### config.mk
export PLATFORM = sky130hd
export DESIGN_NAME = audio_filter_top
export DESIGN_NICKNAME = d
export VERILOG_FILES = /design/src/hw/audio_pkg.sv /design/src/hw/audio_wb_decoder.sv /design/src/hw/audio_fir_regs.sv /design/src/hw/audio_fir_core.sv /design/src/hw/audio_codec_if.sv /design/src/hw/audio_filter_top.sv
export SDC_FILE = /design/constraint.sdc
export NUM_CORES = 2
export LEC_CHECK = 0
export ABC_CLOCK_PERIOD_IN_PS = 10700
export BUFFER_PORTS_ARGS = -buffer_cell sky130_fd_sc_hd__buf_2
export CORE_ASPECT_RATIO = 2
export CORE_UTILIZATION = 65
export DETAILED_ROUTE_END_ITERATION = 10
export PLACE_DENSITY = 0.82
export SLEW_MARGIN = 20
export SYNTH_ARGS = -nofsm -noshare
export SYNTH_HDL_FRONTEND = slang
export SYNTH_SLANG_ARGS = --single-unit
### constraint.sdc
create_clock -name clk_i -period 10.7 [get_ports clk_i]
set_input_delay 1.07 -clock clk_i [delete_from_list [all_inputs] [get_ports clk_i]]
set_output_delay 1.07 -clock clk_i [all_outputs]
set_load 0.01 [all_outputs]
### src/hw/audio_pkg.sv
package audio_pkg;

  localparam int NUM_TAPS    = 8;
  localparam int SAMPLE_BITS = 16;
  localparam int ACC_BITS    = 40;
  localparam int COEF_FRAC   = 15;  // Q1.15 fraction bits
  localparam int BCLK_DIV    = 2;   // clk_i cycles per bclk half period
  localparam int FRAME_BITS  = 32;  // Bit clocks per stereo frame

  typedef logic [9:0]  wb_adr_t;
  typedef logic [31:0] wb_dat_t;
  typedef logic [3:0]  wb_sel_t;

  typedef logic signed [SAMPLE_BITS-1:0] sample_t;
  typedef logic signed [15:0]            coef_t;
  typedef logic signed [ACC_BITS-1:0]    acc_t;
  typedef logic [$clog2(NUM_TAPS)-1:0]   tap_idx_t;
  typedef logic [$clog2(FRAME_BITS)-1:0] bit_idx_t;

  localparam sample_t SAMPLE_MAX  = 16'sh7FFF;
  localparam sample_t SAMPLE_MIN  = 16'sh8000;
  localparam coef_t   COEF0_RESET = 16'sh7FFF;  // Unity gain on tap 0

  // Address windows selected by adr[9:8]
  localparam logic [1:0] WIN_FIR   = 2'b00;
  localparam logic [1:0] WIN_CODEC = 2'b01;

  localparam wb_adr_t ADDR_FIR_CTRL     = 10'h000;
  localparam wb_adr_t ADDR_FIR_COEF0    = 10'h004;  // Tap k at +4k
  localparam wb_adr_t ADDR_CODEC_CTRL   = 10'h100;
  localparam wb_adr_t ADDR_CODEC_FRAMES = 10'h104;

  typedef struct packed {
    sample_t left;
    sample_t right;
  } stereo_t;

  typedef struct packed {
    logic    cyc;
    logic    stb;
    logic    we;
    wb_adr_t adr;
    wb_dat_t dat;
    wb_sel_t sel;
  } wb_req_t;

  typedef struct packed {
    logic    ack;
    logic    err;
    wb_dat_t dat;
  } wb_rsp_t;

  typedef enum logic {
    IDLE,
    RUN
  } codec_state_e;

endpackage

### src/hw/audio_wb_decoder.sv
`timescale 1ns/1ns

module audio_wb_decoder (
  input  logic               clk_i,
  input  logic               rst_n_i,

  input  audio_pkg::wb_req_t wb_req_i,
  output audio_pkg::wb_rsp_t wb_rsp_o,

  output audio_pkg::wb_req_t fir_req_o,
  input  audio_pkg::wb_rsp_t fir_rsp_i,
  output audio_pkg::wb_req_t codec_req_o,
  input  audio_pkg::wb_rsp_t codec_rsp_i
);

  logic       err_q;
  logic       req_valid;
  logic [1:0] win;
  logic       mapped;

  always_comb begin
    win       = wb_req_i.adr[9:8];
    req_valid = wb_req_i.cyc && wb_req_i.stb;
    mapped    = (win == audio_pkg::WIN_FIR) || (win == audio_pkg::WIN_CODEC);

    fir_req_o       = wb_req_i;
    fir_req_o.stb   = wb_req_i.stb && (win == audio_pkg::WIN_FIR);  // Only the hit slave
    codec_req_o     = wb_req_i;
    codec_req_o.stb = wb_req_i.stb && (win == audio_pkg::WIN_CODEC);
  end

  // Unmapped space answers with a single err pulse
  always_ff @(posedge clk_i) begin
    if (!rst_n_i) begin
      err_q <= 1'b0;
    end else begin
      err_q <= req_valid && !mapped && !err_q;
    end
  end

  always_comb begin
    wb_rsp_o.ack = fir_rsp_i.ack | codec_rsp_i.ack;
    wb_rsp_o.err = fir_rsp_i.err | codec_rsp_i.err | err_q;
    wb_rsp_o.dat = (fir_rsp_i.ack ? fir_rsp_i.dat : '0) |
                   (codec_rsp_i.ack ? codec_rsp_i.dat : '0);
  end

  a_ack_err_excl: assert property (@(posedge clk_i) disable iff (!rst_n_i)
    !(wb_rsp_o.ack && wb_rsp_o.err));

  // Slaves and decoder together never answer back to back
  a_single_rsp: assert property (@(posedge clk_i) disable iff (!rst_n_i)
    (wb_rsp_o.ack || wb_rsp_o.err) |=> !(wb_rsp_o.ack || wb_rsp_o.err));

endmodule

### src/hw/audio_fir_regs.sv
`timescale 1ns/1ns

module audio_fir_regs (
  input  logic                                      clk_i,
  input  logic                                      rst_n_i,

  input  audio_pkg::wb_req_t                        wb_req_i,
  output audio_pkg::wb_rsp_t                        wb_rsp_o,

  output audio_pkg::coef_t [audio_pkg::NUM_TAPS-1:0] coef_o,
  output logic                                      bypass_o
);

  audio_pkg::coef_t [audio_pkg::NUM_TAPS-1:0] coef_q;
  logic                                      bypass_q;
  logic                                      ack_q;
  audio_pkg::wb_dat_t                        rdata_q;

  logic                access;  // Pending and not yet acked
  logic                ctrl_hit;
  logic                coef_hit;
  audio_pkg::wb_adr_t  coef_off;
  audio_pkg::tap_idx_t coef_idx;
  audio_pkg::coef_t    coef_rd;

  always_comb begin
    access   = wb_req_i.cyc && wb_req_i.stb && !ack_q;
    ctrl_hit = (wb_req_i.adr == audio_pkg::ADDR_FIR_CTRL);
    coef_off = wb_req_i.adr - audio_pkg::ADDR_FIR_COEF0;
    coef_hit = (wb_req_i.adr >= audio_pkg::ADDR_FIR_COEF0) &&
               (coef_off[1:0] == 2'b00) &&
               (int'(coef_off[9:2]) < audio_pkg::NUM_TAPS);
    coef_idx = coef_off[$bits(audio_pkg::tap_idx_t)+1:2];  // Word index
    coef_rd  = coef_q[coef_idx];
  end

  always_ff @(posedge clk_i) begin
    if (!rst_n_i) begin
      ack_q     <= 1'b0;
      bypass_q  <= 1'b0;
      coef_q    <= '0;
      coef_q[0] <= audio_pkg::COEF0_RESET;
    end else begin
      ack_q <= access;
      if (access && wb_req_i.we) begin
        if (ctrl_hit && wb_req_i.sel[0]) begin
          bypass_q <= wb_req_i.dat[0];
        end
        if (coef_hit) begin
          if (wb_req_i.sel[0]) begin
            coef_q[coef_idx][7:0] <= wb_req_i.dat[7:0];
          end
          if (wb_req_i.sel[1]) begin
            coef_q[coef_idx][15:8] <= wb_req_i.dat[15:8];
          end
        end
      end
    end
  end

  always_ff @(posedge clk_i) begin
    if (access && !wb_req_i.we) begin
      if (ctrl_hit) begin
        rdata_q <= {31'b0, bypass_q};
      end else if (coef_hit) begin
        rdata_q <= {{16{coef_rd[15]}}, coef_rd};  // Sign extended
      end else begin
        rdata_q <= '0;  // Hole in the map
      end
    end
  end

  assign wb_rsp_o.ack = ack_q;
  assign wb_rsp_o.err = 1'b0;
  assign wb_rsp_o.dat = rdata_q;

  assign coef_o   = coef_q;
  assign bypass_o = bypass_q;

endmodule

### src/hw/audio_fir_core.sv
`timescale 1ns/1ns

module audio_fir_core (
  input  logic                                      clk_i,
  input  logic                                      rst_n_i,

  input  audio_pkg::sample_t                        sample_i,
  input  logic                                      sample_valid_i,
  input  audio_pkg::coef_t [audio_pkg::NUM_TAPS-1:0] coef_i,
  input  logic                                      bypass_i,

  output audio_pkg::sample_t                        y_o,
  output logic                                      y_valid_o
);

  // dline_q[k] holds the sample delayed by k
  audio_pkg::sample_t [audio_pkg::NUM_TAPS-1:0] dline_q;
  audio_pkg::tap_idx_t                          tap_q;
  logic                                         busy_q;   // MAC phase
  logic                                         done_q;   // Sum ready for output stage
  audio_pkg::acc_t                              acc_q;

  logic signed [2*audio_pkg::SAMPLE_BITS-1:0] prod;
  audio_pkg::acc_t                            shifted;
  audio_pkg::sample_t                         sat;

  always_comb begin
    prod    = $signed(coef_i[tap_q]) * $signed(dline_q[tap_q]);
    shifted = acc_q >>> audio_pkg::COEF_FRAC;
    if (shifted > audio_pkg::acc_t'(audio_pkg::SAMPLE_MAX)) begin
      sat = audio_pkg::SAMPLE_MAX;
    end else if (shifted < audio_pkg::acc_t'(audio_pkg::SAMPLE_MIN)) begin
      sat = audio_pkg::SAMPLE_MIN;
    end else begin
      sat = shifted[audio_pkg::SAMPLE_BITS-1:0];
    end
  end

  always_ff @(posedge clk_i) begin
    if (!rst_n_i) begin
      dline_q   <= '0;
      tap_q     <= '0;
      busy_q    <= 1'b0;
      done_q    <= 1'b0;
      y_valid_o <= 1'b0;
    end else begin
      y_valid_o <= 1'b0;
      done_q    <= 1'b0;
      if (sample_valid_i) begin
        dline_q <= {dline_q[audio_pkg::NUM_TAPS-2:0], sample_i};
        tap_q   <= '0;
        busy_q  <= 1'b1;
      end else if (busy_q) begin
        tap_q <= tap_q + 1'b1;
        if (tap_q == audio_pkg::tap_idx_t'(audio_pkg::NUM_TAPS - 1)) begin
          busy_q <= 1'b0;
          done_q <= 1'b1;
        end
      end else if (done_q) begin
        y_valid_o <= 1'b1;
      end
    end
  end

  // Accumulator and result
  always_ff @(posedge clk_i) begin
    if (sample_valid_i) begin
      acc_q <= '0;
    end else if (busy_q) begin
      acc_q <= acc_q + audio_pkg::acc_t'(prod);
    end
    if (done_q) begin
      y_o <= bypass_i ? dline_q[0] : sat;  // Bypass keeps the same latency
    end
  end

  a_no_overrun: assert property (@(posedge clk_i) disable iff (!rst_n_i)
    sample_valid_i |-> !(busy_q || done_q));

endmodule

### src/hw/audio_codec_if.sv
`timescale 1ns/1ns

module audio_codec_if (
  input  logic                clk_i,
  input  logic                rst_n_i,

  input  audio_pkg::wb_req_t  wb_req_i,
  output audio_pkg::wb_rsp_t  wb_rsp_o,

  input  logic                adc_sdata_i,
  output logic                bclk_o,
  output logic                lrclk_o,
  output logic                dac_sdata_o,

  output audio_pkg::stereo_t  sample_o,
  output logic                sample_valid_o,
  input  audio_pkg::sample_t  tx_left_i,
  input  logic                tx_left_valid_i,
  input  audio_pkg::sample_t  tx_right_i,
  input  logic                tx_right_valid_i
);

  audio_pkg::codec_state_e state_q;
  logic                    en_q;
  audio_pkg::wb_dat_t      frames_q;
  logic                    ack_q;
  audio_pkg::wb_dat_t      rdata_q;

  logic [$clog2(audio_pkg::BCLK_DIV)-1:0] div_q;
  audio_pkg::bit_idx_t                    bit_q;  // Bit slot within frame
  logic                                   bclk_q;
  logic                                   dac_q;
  logic [audio_pkg::FRAME_BITS-1:0]       rx_q;
  logic [audio_pkg::FRAME_BITS-1:0]       tx_q;
  audio_pkg::stereo_t                     hold_q;  // Latest filtered pair

  logic access;
  logic half_end;
  logic bclk_rise;
  logic bclk_fall;
  logic last_bit;
  logic frame_end;
  logic tx_load;

  always_comb begin
    access    = wb_req_i.cyc && wb_req_i.stb && !ack_q;
    half_end  = (state_q == audio_pkg::RUN) && (int'(div_q) == audio_pkg::BCLK_DIV - 1);
    bclk_rise = half_end && !bclk_q;
    bclk_fall = half_end && bclk_q;
    last_bit  = (bit_q == audio_pkg::bit_idx_t'(audio_pkg::FRAME_BITS - 1));
    frame_end = bclk_fall && last_bit;
    tx_load   = en_q && ((state_q == audio_pkg::IDLE) || frame_end);
  end

  always_ff @(posedge clk_i) begin
    if (!rst_n_i) begin
      ack_q    <= 1'b0;
      en_q     <= 1'b0;
      frames_q <= '0;
    end else begin
      ack_q <= access;
      if (access && wb_req_i.we && wb_req_i.adr == audio_pkg::ADDR_CODEC_CTRL &&
          wb_req_i.sel[0]) begin
        en_q <= wb_req_i.dat[0];
      end
      if (access && wb_req_i.we && wb_req_i.adr == audio_pkg::ADDR_CODEC_FRAMES) begin
        frames_q <= '0;  // Any write clears
      end else if (frame_end) begin
        frames_q <= frames_q + 1'b1;
      end
    end
  end

  always_ff @(posedge clk_i) begin
    if (access && !wb_req_i.we) begin
      case (wb_req_i.adr)
        audio_pkg::ADDR_CODEC_CTRL:   rdata_q <= {31'b0, en_q};
        audio_pkg::ADDR_CODEC_FRAMES: rdata_q <= frames_q;
        default:                      rdata_q <= '0;
      endcase
    end
  end

  always_ff @(posedge clk_i) begin
    if (!rst_n_i) begin
      state_q        <= audio_pkg::IDLE;
      div_q          <= '0;
      bit_q          <= '0;
      bclk_q         <= 1'b0;
      dac_q          <= 1'b0;
      sample_valid_o <= 1'b0;
      hold_q         <= '0;
    end else begin
      sample_valid_o <= bclk_rise && last_bit;  // Right LSB just sampled
      if (tx_left_valid_i) begin
        hold_q.left <= tx_left_i;
      end
      if (tx_right_valid_i) begin
        hold_q.right <= tx_right_i;
      end
      case (state_q)
        audio_pkg::IDLE: begin
          div_q  <= '0;
          bit_q  <= '0;
          bclk_q <= 1'b0;
          dac_q  <= 1'b0;
          if (en_q) begin
            state_q <= audio_pkg::RUN;
            dac_q   <= hold_q.left[audio_pkg::SAMPLE_BITS-1];
          end
        end
        audio_pkg::RUN: begin
          div_q <= half_end ? '0 : div_q + 1'b1;
          if (half_end) begin
            bclk_q <= !bclk_q;
          end
          if (bclk_fall) begin
            bit_q <= bit_q + 1'b1;  // Wraps at frame end, lrclk follows MSB
            if (!frame_end) begin
              dac_q <= tx_q[audio_pkg::FRAME_BITS-2];
            end else if (en_q) begin
              dac_q <= hold_q.left[audio_pkg::SAMPLE_BITS-1];
            end else begin
              state_q <= audio_pkg::IDLE;
              dac_q   <= 1'b0;
            end
          end
        end
        default: state_q <= audio_pkg::IDLE;
      endcase
    end
  end

  // Shift registers
  always_ff @(posedge clk_i) begin
    if (bclk_rise) begin
      rx_q <= {rx_q[audio_pkg::FRAME_BITS-2:0], adc_sdata_i};
      if (last_bit) begin
        sample_o <= {rx_q[audio_pkg::FRAME_BITS-2:0], adc_sdata_i};
      end
    end
    if (tx_load) begin
      tx_q <= hold_q;
    end else if (bclk_fall) begin
      tx_q <= tx_q << 1;
    end
  end

  assign bclk_o      = bclk_q;
  assign lrclk_o     = bit_q[$bits(audio_pkg::bit_idx_t)-1];  // High for right slots
  assign dac_sdata_o = dac_q;

  assign wb_rsp_o.ack = ack_q;
  assign wb_rsp_o.err = 1'b0;
  assign wb_rsp_o.dat = rdata_q;

  // Word clock moves only with a falling bit clock
  a_lrclk_on_fall: assert property (@(posedge clk_i) disable iff (!rst_n_i)
    $changed(lrclk_o) |-> $fell(bclk_o));

endmodule

### src/hw/audio_filter_top.sv
`timescale 1ns/1ns

module audio_filter_top (
  input  logic               clk_i,
  input  logic               rst_n_i,

  input  audio_pkg::wb_req_t wb_req_i,
  output audio_pkg::wb_rsp_t wb_rsp_o,

  input  logic               adc_sdata_i,
  output logic               bclk_o,
  output logic               lrclk_o,
  output logic               dac_sdata_o
);

  audio_pkg::wb_req_t fir_req;
  audio_pkg::wb_rsp_t fir_rsp;
  audio_pkg::wb_req_t codec_req;
  audio_pkg::wb_rsp_t codec_rsp;

  audio_pkg::coef_t [audio_pkg::NUM_TAPS-1:0] coef;  // Shared by both channels
  logic                                      bypass;

  audio_pkg::stereo_t sample;
  logic               sample_valid;
  audio_pkg::sample_t y_left;
  logic               y_left_valid;
  audio_pkg::sample_t y_right;
  logic               y_right_valid;

  audio_wb_decoder wb_decoder_i (
    .clk_i,
    .rst_n_i,
    .wb_req_i,
    .wb_rsp_o,
    .fir_req_o  (fir_req),
    .fir_rsp_i  (fir_rsp),
    .codec_req_o(codec_req),
    .codec_rsp_i(codec_rsp)
  );

  audio_fir_regs fir_regs_i (
    .clk_i,
    .rst_n_i,
    .wb_req_i(fir_req),
    .wb_rsp_o(fir_rsp),
    .coef_o  (coef),
    .bypass_o(bypass)
  );

  audio_fir_core fir_left_i (
    .clk_i,
    .rst_n_i,
    .sample_i      (sample.left),
    .sample_valid_i(sample_valid),
    .coef_i        (coef),
    .bypass_i      (bypass),
    .y_o           (y_left),
    .y_valid_o     (y_left_valid)
  );

  audio_fir_core fir_right_i (
    .clk_i,
    .rst_n_i,
    .sample_i      (sample.right),
    .sample_valid_i(sample_valid),
    .coef_i        (coef),
    .bypass_i      (bypass),
    .y_o           (y_right),
    .y_valid_o     (y_right_valid)
  );

  audio_codec_if codec_i (
    .clk_i,
    .rst_n_i,
    .wb_req_i        (codec_req),
    .wb_rsp_o        (codec_rsp),
    .adc_sdata_i,
    .bclk_o,
    .lrclk_o,
    .dac_sdata_o,
    .sample_o        (sample),
    .sample_valid_o  (sample_valid),
    .tx_left_i       (y_left),
    .tx_left_valid_i (y_left_valid),
    .tx_right_i      (y_right),
    .tx_right_valid_i(y_right_valid)
  );

endmodule

* Yosys cells after proc, flatten, opt, wreduce, memory -nomap -nowiden
Cells that the tools add are included.
Word-level totals: register bits after elaboration 729, input bits 52, output and inout port bits 37
Cells by class: add/subtract/negate cells 8, multipliers 2, order comparisons 10, eq/ne operators 8, multiplexer cells 58, bitwise logic cells 7, reduce and logical (&&, ||, !) cells 48
Operators with widths (count):
- two-way mux 128 bit | 5
- bitwise mux 128 bit | 2
- binary-select mux 16 bit (select 3 bit) | 5
- two-way mux 16 bit | 12
- demux 16 bit (select 3 bit) | 2
- adder 40 x 32 -> 40 bit | 2
- multiplier 16 x 16 -> 32 bit | 2
- two-way mux 32 bit | 2
- one-hot mux 32 bit (2 select lines) | 1
- two-way mux 31 bit | 2
- > comparator 25 x 16 -> 1 bit, second input constant | 2
- less-than comparator 25 x 16 -> 1 bit, second input constant | 2
- adder 32 x 1 -> 32 bit, second input constant | 1
- bitwise OR 32 bit | 1
- logical AND 1 bit | 26
- == test 10 x 9 -> 1 bit, second input constant | 2
- two-way mux 1 bit | 20
- less-than comparator 3 x 4 -> 1 bit, second input constant | 3
- OR reduction 3 bit | 4
- greater-or-equal comparator 10 x 3 -> 1 bit, second input constant | 1
- zero test 10 bit | 1
- one-hot mux 5 bit (2 select lines) | 1
- subtractor 10 x 3 -> 10 bit, second input constant | 1
- less-than comparator 8 x 4 -> 1 bit, second input constant | 1
- other kinds (19) | 40

* Logic depth before layout (Yosys ltp)
word-level depth 12, mapped depth 30, mapped depth without buffers 26

* Hierarchy
Synthesis repeated with hierarchy kept, for this count alone.
Second synthesis, totals: cell total of the unflattened synthesis 5509, area total of the unflattened synthesis 57677.8 µm²
By module, submodules not included:
- audio_fir_core (fir_right_i) | times used 1, cells each 2068, area an instance 21170.3 µm², sequential area each 3963.8 µm²
- audio_fir_core (fir_left_i) | times used 1, cells each 2095, area an instance 21111.5 µm², sequential area each 3963.8 µm²
- audio_codec_if | times used 1, cells each 551, area an instance 7573.5 µm², sequential area each 5305.1 µm²
- audio_fir_regs | times used 1, cells each 652, area an instance 6658.9 µm², sequential area each 3083.0 µm²
- audio_wb_decoder | times used 1, cells each 143, area an instance 1163.6 µm², sequential area each 20.0 µm²

* Least setup slack after synthesis
Ideal clock, no wire load.
path kind register -> register, start register fir_left_i.tap_q[1], end register fir_left_i.acc_q[39], library setup time 0.088 ns, arrival 7.997 ns, path slack 2.615 ns, cell stages (with the launch flop) 28, cell sequence dfxtp_1 -> clkbuf_1 -> clkbuf_1 -> clkbuf_1 -> mux4_2 -> mux2i_1 -> nand2b_1 -> fa_1 -> inv_1 -> fa_1 -> inv_1 -> fa_1 -> inv_1 -> fa_1 -> fa_1 -> inv_1 -> fa_1 -> inv_1 -> ha_1 -> a21o_1 -> a21o_1 -> a211oi_1 -> o21ai_0 -> a221o_1 -> a311o_1 -> a2111oi_4 -> nor3_2 -> nor4_2
On the way: longest elaborated chain between the ends 4, elaborated cells between the ends (all ways) 6
Ends and longest elaborated chain:
- start, declared | RTL line audio_fir_core.sv:18 | audio_pkg::tap_idx_t tap_q;
- start signal, assigned | RTL line audio_fir_core.sv:54 | tap_q <= tap_q + 1'b1;
- binary-select mux 16 bit (select 3 bit) | RTL line audio_fir_core.sv:28 | prod = $signed(coef_i[tap_q]) * $signed(dline_q[tap_q]);
- two-way mux 16 bit (not written as such) | RTL line audio_fir_core.sv:28
- multiplier 16 x 16 -> 32 bit (*) | RTL line audio_fir_core.sv:28
- adder 40 x 32 -> 40 bit (*) | RTL line audio_fir_core.sv:70 | acc_q <= acc_q + audio_pkg::acc_t'(prod);
- end signal, assigned | RTL line audio_fir_core.sv:70
- end, declared | RTL line audio_fir_core.sv:21 | audio_pkg::acc_t acc_q;
Mark *: on every way between the ends. The rest lies on a longest branch, timed or not. The select of a mux whose other input is x is not followed. A chain may end at the register's enable or synchronous reset.

* Worst setup path after layout
start register fir_right_i.tap_q[0], end register fir_right_i.acc_q[28]
On the way: longest elaborated chain between the ends 4, elaborated cells between the ends (all ways) 6
Ends and longest elaborated chain (RTL line):
- start, declared | audio_fir_core.sv:18
- start signal, assigned | audio_fir_core.sv:54
- binary-select mux 16 bit (select 3 bit) | audio_fir_core.sv:28
- two-way mux 16 bit (not written as such) | audio_fir_core.sv:28
- multiplier 16 x 16 -> 32 bit (*) | audio_fir_core.sv:28
- adder 40 x 32 -> 40 bit (*) | audio_fir_core.sv:70
- end signal, assigned | audio_fir_core.sv:70
- end, declared | audio_fir_core.sv:21
Marks and branches as above.

==> results.txt <==
The max-cap check violation count came out at 0. Buffers placed on the I/O ports in this run total 70. For this design the ratio of total power to cell area is 117 nW/µm².

When the netlist entered floorplanning its net count stood at 6,379. In this run the deepest clock path goes through 3 buffers. The detailed-route wire length on metal 1 is 47,100 µm, and the transition time of the tightest slew-check pin is 1270 ps. Synthesis instantiated 77 different standard cells from the library. The post-synthesis cell count was 5,427; the final count of hold timing violations was 0.

The detailed router placed 40,900 vias in this run. The run gives 0.191 as the part of the total power dissipated in combinational logic. The number of storage elements in the synthesis netlist is 729. In the final layout, the multi-input gates occupy 35,200 µm². After synthesis, the mean cell area works out to 10.2 µm². The share of cells above drive strength 1 is 0.0974. At the placement stage, the worst setup path has a slack of 1600 ps. The synthesized design spends more area on one cell type than any other, namely sky130_fd_sc_hd__fa_1. After detailed routing, the average wire length per cell comes to 23.5 µm.

The static leakage is 26.0 nW, and the sequential fraction of design power is 0.442. The setup check on the worst reg-to-reg path leaves a slack of 1670 ps. The worst setup path is captured at a flip-flop. For this run, the detailed router's first-pass iteration total came to 6. The Yosys step of the flow raised 0 warnings. Among all flip-flop cells after synthesis, the most frequent one is sky130_fd_sc_hd__dfxtp_1. The total I/O pin count was 89.

The cell-internal power is 0.00482 W, and the cell area reported after detailed placement is 56,700 µm². The share of Yosys cell area claimed by the top area cell type is 0.239, and the upper clock frequency limit is 111 MHz. The number of fill cells came out at 5,809. The die covers 86,200 µm².

The logs give 0.364 for the global routing usage summed across all routing layers and 68 for the CTS buffer count. The overall overflow remaining after global route came out at 0. The logs give 0 for the residual DRC count and 1670 ps for the worst setup margin.

After floorplanning, the core was sized to cover 83,900 µm². Routability-driven placement finished with a final weighted congestion of 0.967. The tools report the startpoint of the worst setup timing path as fir_right_i.tap_q[0]. The clock drives 729 sinks. The clock tree synthesis step divided the H-tree into 3 levels.

The flow ran to the end, and the final reports show no timing, DRC or antenna violations. The logs give 16,400 µm² for the area taken by flip-flops and latches and 59,100 µm² for the post-route cell area. The critical path class is reg2reg. In this run the worst path has a maximum fanout of 30. At the later pin of the worst-skew pair, clock insertion delay measures 700 ps. Master cell of the clock root buffer: sky130_fd_sc_hd__clkbuf_16. Counting I/O delays and the setup requirement, the final critical path takes 9030 ps.

The most common cell in the synthesized netlist is sky130_fd_sc_hd__inv_1. The netlist area before placement was 55,200 µm²; the post-CTS setup-driven buffer insertion count was 0. Data arrives at the worst endpoint at 9630 ps.

The number of cells in the finished layout apart from fillers was 6,531. In this run the critical register-to-register path is captured at fir_right_i.acc_q[28]. Entering global routing, the biggest net connects 232 pins. The share of power burned in the clock network was 0.367. On the final layout, the worst clock skew is 61.4 ps. Number of DRC violations after detailed-routing iteration 0: 3,646. Setup violations remaining at the end of the flow were counted as 0.

The net count of the finished layout is 6,350. The tools report the sort of element at the start of the critical path as a flip-flop. The detailed-route wire length was 154,000 µm.

Setup repair after global routing left no endpoint under its margin. The die is 414 µm tall. Share of flip-flops with an asynchronous set or reset after synthesis: 0. After clock tree synthesis, the flow added hold-fix buffers numbering 0.

The clock-pin transition on the worst setup and hold timing paths is 70 ps. The number of rows in the core area came out at 150. The tools report the accumulated negative setup slack as 0 ps. The highest metal layer carrying signal wires in the routed design is met5. The tools report the via count of the first global-routing pass as 43,600.

The remaining max-slew budget at the tightest pin was 0.132; the largest vdd supply drop was 0.158 mV. The area overhead of the layout relative to synthesis is 7.01%, and the count of cells along the worst hold path is 0. STA puts the critical path data required time at 11,300 ps. For the met2 routed wirelength, the log shows 78,600 µm. The worst hold path belongs to the class reg2reg. The worst register-to-register path has a depth of 21.

The global-route wire length before repair is 237,000 µm, and the count of flip-flops with a built-in enable after synthesis is 174. The reg-to-reg startpoint was fir_right_i.tap_q[0]. The tools report the number of max-slew violations in the final report as 0. In the detailed route, the total length drawn on met3 is 10,200 µm. The share of the clock period used by the worst path was 0.844.

TritonCTS built the clock tree. After synthesis, the cell types taking the most area are sky130_fd_sc_hd__fa_1 24%, sky130_fd_sc_hd__dfxtp_1 20%, sky130_fd_sc_hd__edfxtp_1 9.5%. Dividing the detail-routed via count by the number of cells gives 6.26.

The number of gates resized after CTS is 0. In this run the horizontal extent of the chip is 208 µm. In this run the worst setup path terminates at fir_right_i.acc_q[28].

The number of nets with antenna violations after routing came out at 0. The run gives 0.296 as the sequential area share after synthesis. The core utilization of the finished layout is 0.704. By count the netlist is led by 761 x sky130_fd_sc_hd__inv_1, 734 x sky130_fd_sc_hd__nor2_1, 660 x sky130_fd_sc_hd__fa_1. For this design the total switching power over the nets is 0.00211 W. The tools report the initial antenna violation count as 15. The run gives 0.658 as the starting utilization of the core area. The fraction of power spent switching nets is 0.305. The cell count after placement was 6,392.

The HPWL after detailed placement came out at 114,000 µm.
cell type report:
class / instances / share of cell area
flip-flops and latches: 729 / 0.277
clock inverters: 31 / 0.00587
diodes: 13 / 0.000551
clock buffers: 95 / 0.0332
multi-input cells: 3686 / 0.595
repair buffers: 152 / 0.0172
inverters: 761 / 0.0485
well taps: 1064 / 0.0225
worst max-delay path, stage by stage, from the launching register on:
cell                       delay [ps]
sky130_fd_sc_hd__dfxtp_4          780
sky130_fd_sc_hd__mux4_2           660
sky130_fd_sc_hd__mux2i_1          890
sky130_fd_sc_hd__nor2_1           160
sky130_fd_sc_hd__fa_1             590
sky130_fd_sc_hd__inv_1             60
sky130_fd_sc_hd__fa_1             460
sky130_fd_sc_hd__fa_1             510
sky130_fd_sc_hd__inv_1             50
sky130_fd_sc_hd__fa_1             560
sky130_fd_sc_hd__fa_1             440
sky130_fd_sc_hd__fa_1             440
sky130_fd_sc_hd__ha_1             410
sky130_fd_sc_hd__nand4_1          210
sky130_fd_sc_hd__nor4bb_1         520
sky130_fd_sc_hd__nor3_1           120
sky130_fd_sc_hd__a21oi_1          560
sky130_fd_sc_hd__a21oi_1          250
sky130_fd_sc_hd__o21ai_0          630
sky130_fd_sc_hd__a41oi_1          260
sky130_fd_sc_hd__xor2_1           200
sky130_fd_sc_hd__o21ai_0          150
cell families (layout without fill, tap and decap cells):
logic type | after synthesis | in the layout | share of synthesized area
compound gates | 456 | 456 | 0.0542
fa+ha+maj | 900 | 900 | 0.294
other cells | 0 | 13 | 0
xor+xnor | 105 | 105 | 0.0167
buf+inv | 1012 | 1039 | 0.0691
simple gates | 1583 | 1583 | 0.123
mux | 642 | 642 | 0.147
flops | 729 | 729 | 0.296
placed cells by master, fill, tap and decap left out, types with 20 or more instances in the layout:
cell type and count:
sky130_fd_sc_hd__nand3_1 118, sky130_fd_sc_hd__nor2_1 727, sky130_fd_sc_hd__buf_2 70, sky130_fd_sc_hd__and2_1 42
sky130_fd_sc_hd__a21o_1 31, sky130_fd_sc_hd__a21oi_1 172, sky130_fd_sc_hd__a22o_1 30, sky130_fd_sc_hd__mux4_2 128
sky130_fd_sc_hd__nor2b_1 56, sky130_fd_sc_hd__nor3_1 21, sky130_fd_sc_hd__nand2b_1 50, sky130_fd_sc_hd__mux2i_1 429
sky130_fd_sc_hd__xnor2_1 53, sky130_fd_sc_hd__a31oi_1 33, sky130_fd_sc_hd__o21ai_0 52, sky130_fd_sc_hd__nand2_1 456
sky130_fd_sc_hd__mux2_2 78, sky130_fd_sc_hd__ha_1 240, sky130_fd_sc_hd__clkbuf_16 73, sky130_fd_sc_hd__or2_2 20
sky130_fd_sc_hd__inv_1 760, sky130_fd_sc_hd__buf_4 78, sky130_fd_sc_hd__xor2_1 52, sky130_fd_sc_hd__dfxtp_1 546
sky130_fd_sc_hd__edfxtp_1 174, sky130_fd_sc_hd__a22oi_1 31, sky130_fd_sc_hd__fa_1 660
stage by stage:
| step | total power, W | hold slack [ps] |
|---|---|---|
| 3_3_place_gp | 0.00436 | 404 |
| 2_1_floorplan | 0.00405 | 398 |
| 3_5_place_dp | 0.00442 | 405 |
| 6_report | 0.00693 | 438 |
| 4_1_cts | 0.00693 | 418 |
| 5_1_grt | 0.00722 | 433 |
flip-flops by register name, indices dropped and copies added, names as in the netlist, 3 cells and up:
register             flops
codec_i.bit_q            5
fir_regs_i.rdata_q      16
codec_i.tx_q            31
codec_i.frames_q        32
fir_regs_i.coef_o      128
codec_i.rdata_q         32
fir_right_i.y_o         16
fir_right_i.tap_q        3
codec_i.sample_o        32
fir_left_i.y_o          16
codec_i.hold_q          32
codec_i.rx_q            31
fir_right_i.acc_q       40
fir_left_i.dline_q     128
fir_left_i.acc_q        40
fir_left_i.tap_q         3
fir_right_i.dline_q    128
power groups by stage:
stage / combinational [W] / clock (W) / sequential (W)
finish: 0.00132 / 0.00255 / 0.00306
detailed placement: 0.00131 / 0 / 0.00312
CTS: 0.00132 / 0.00256 / 0.00306
floorplan: 0.000990 / 0 / 0.00306
global placement: 0.00124 / 0 / 0.00312
global route: 0.00150 / 0.00265 / 0.00307
how the worst min path moves through the flow:
stage / from / end / slack, ps
after floorplan: wb_decoder_i.err_q / wb_decoder_i.err_q / 400
after global placement: codec_i.rx_q[30] / codec_i.sample_o[31] / 400
after detailed placement: wb_decoder_i.err_q / wb_decoder_i.err_q / 400
after CTS: wb_decoder_i.err_q / wb_decoder_i.err_q / 420
after global routing: codec_i.rx_q[30] / codec_i.sample_o[31] / 430
final: codec_i.rx_q[30] / codec_i.sample_o[31] / 440
routing by layer:
metal  global-route usage  up-vias
met2                0.638     1958
met3               0.0592      833
li1                     -    17700
met4                0.363        4
met5                    0        -
met1                0.355    20400
Power figures use the tool's default switching activity.
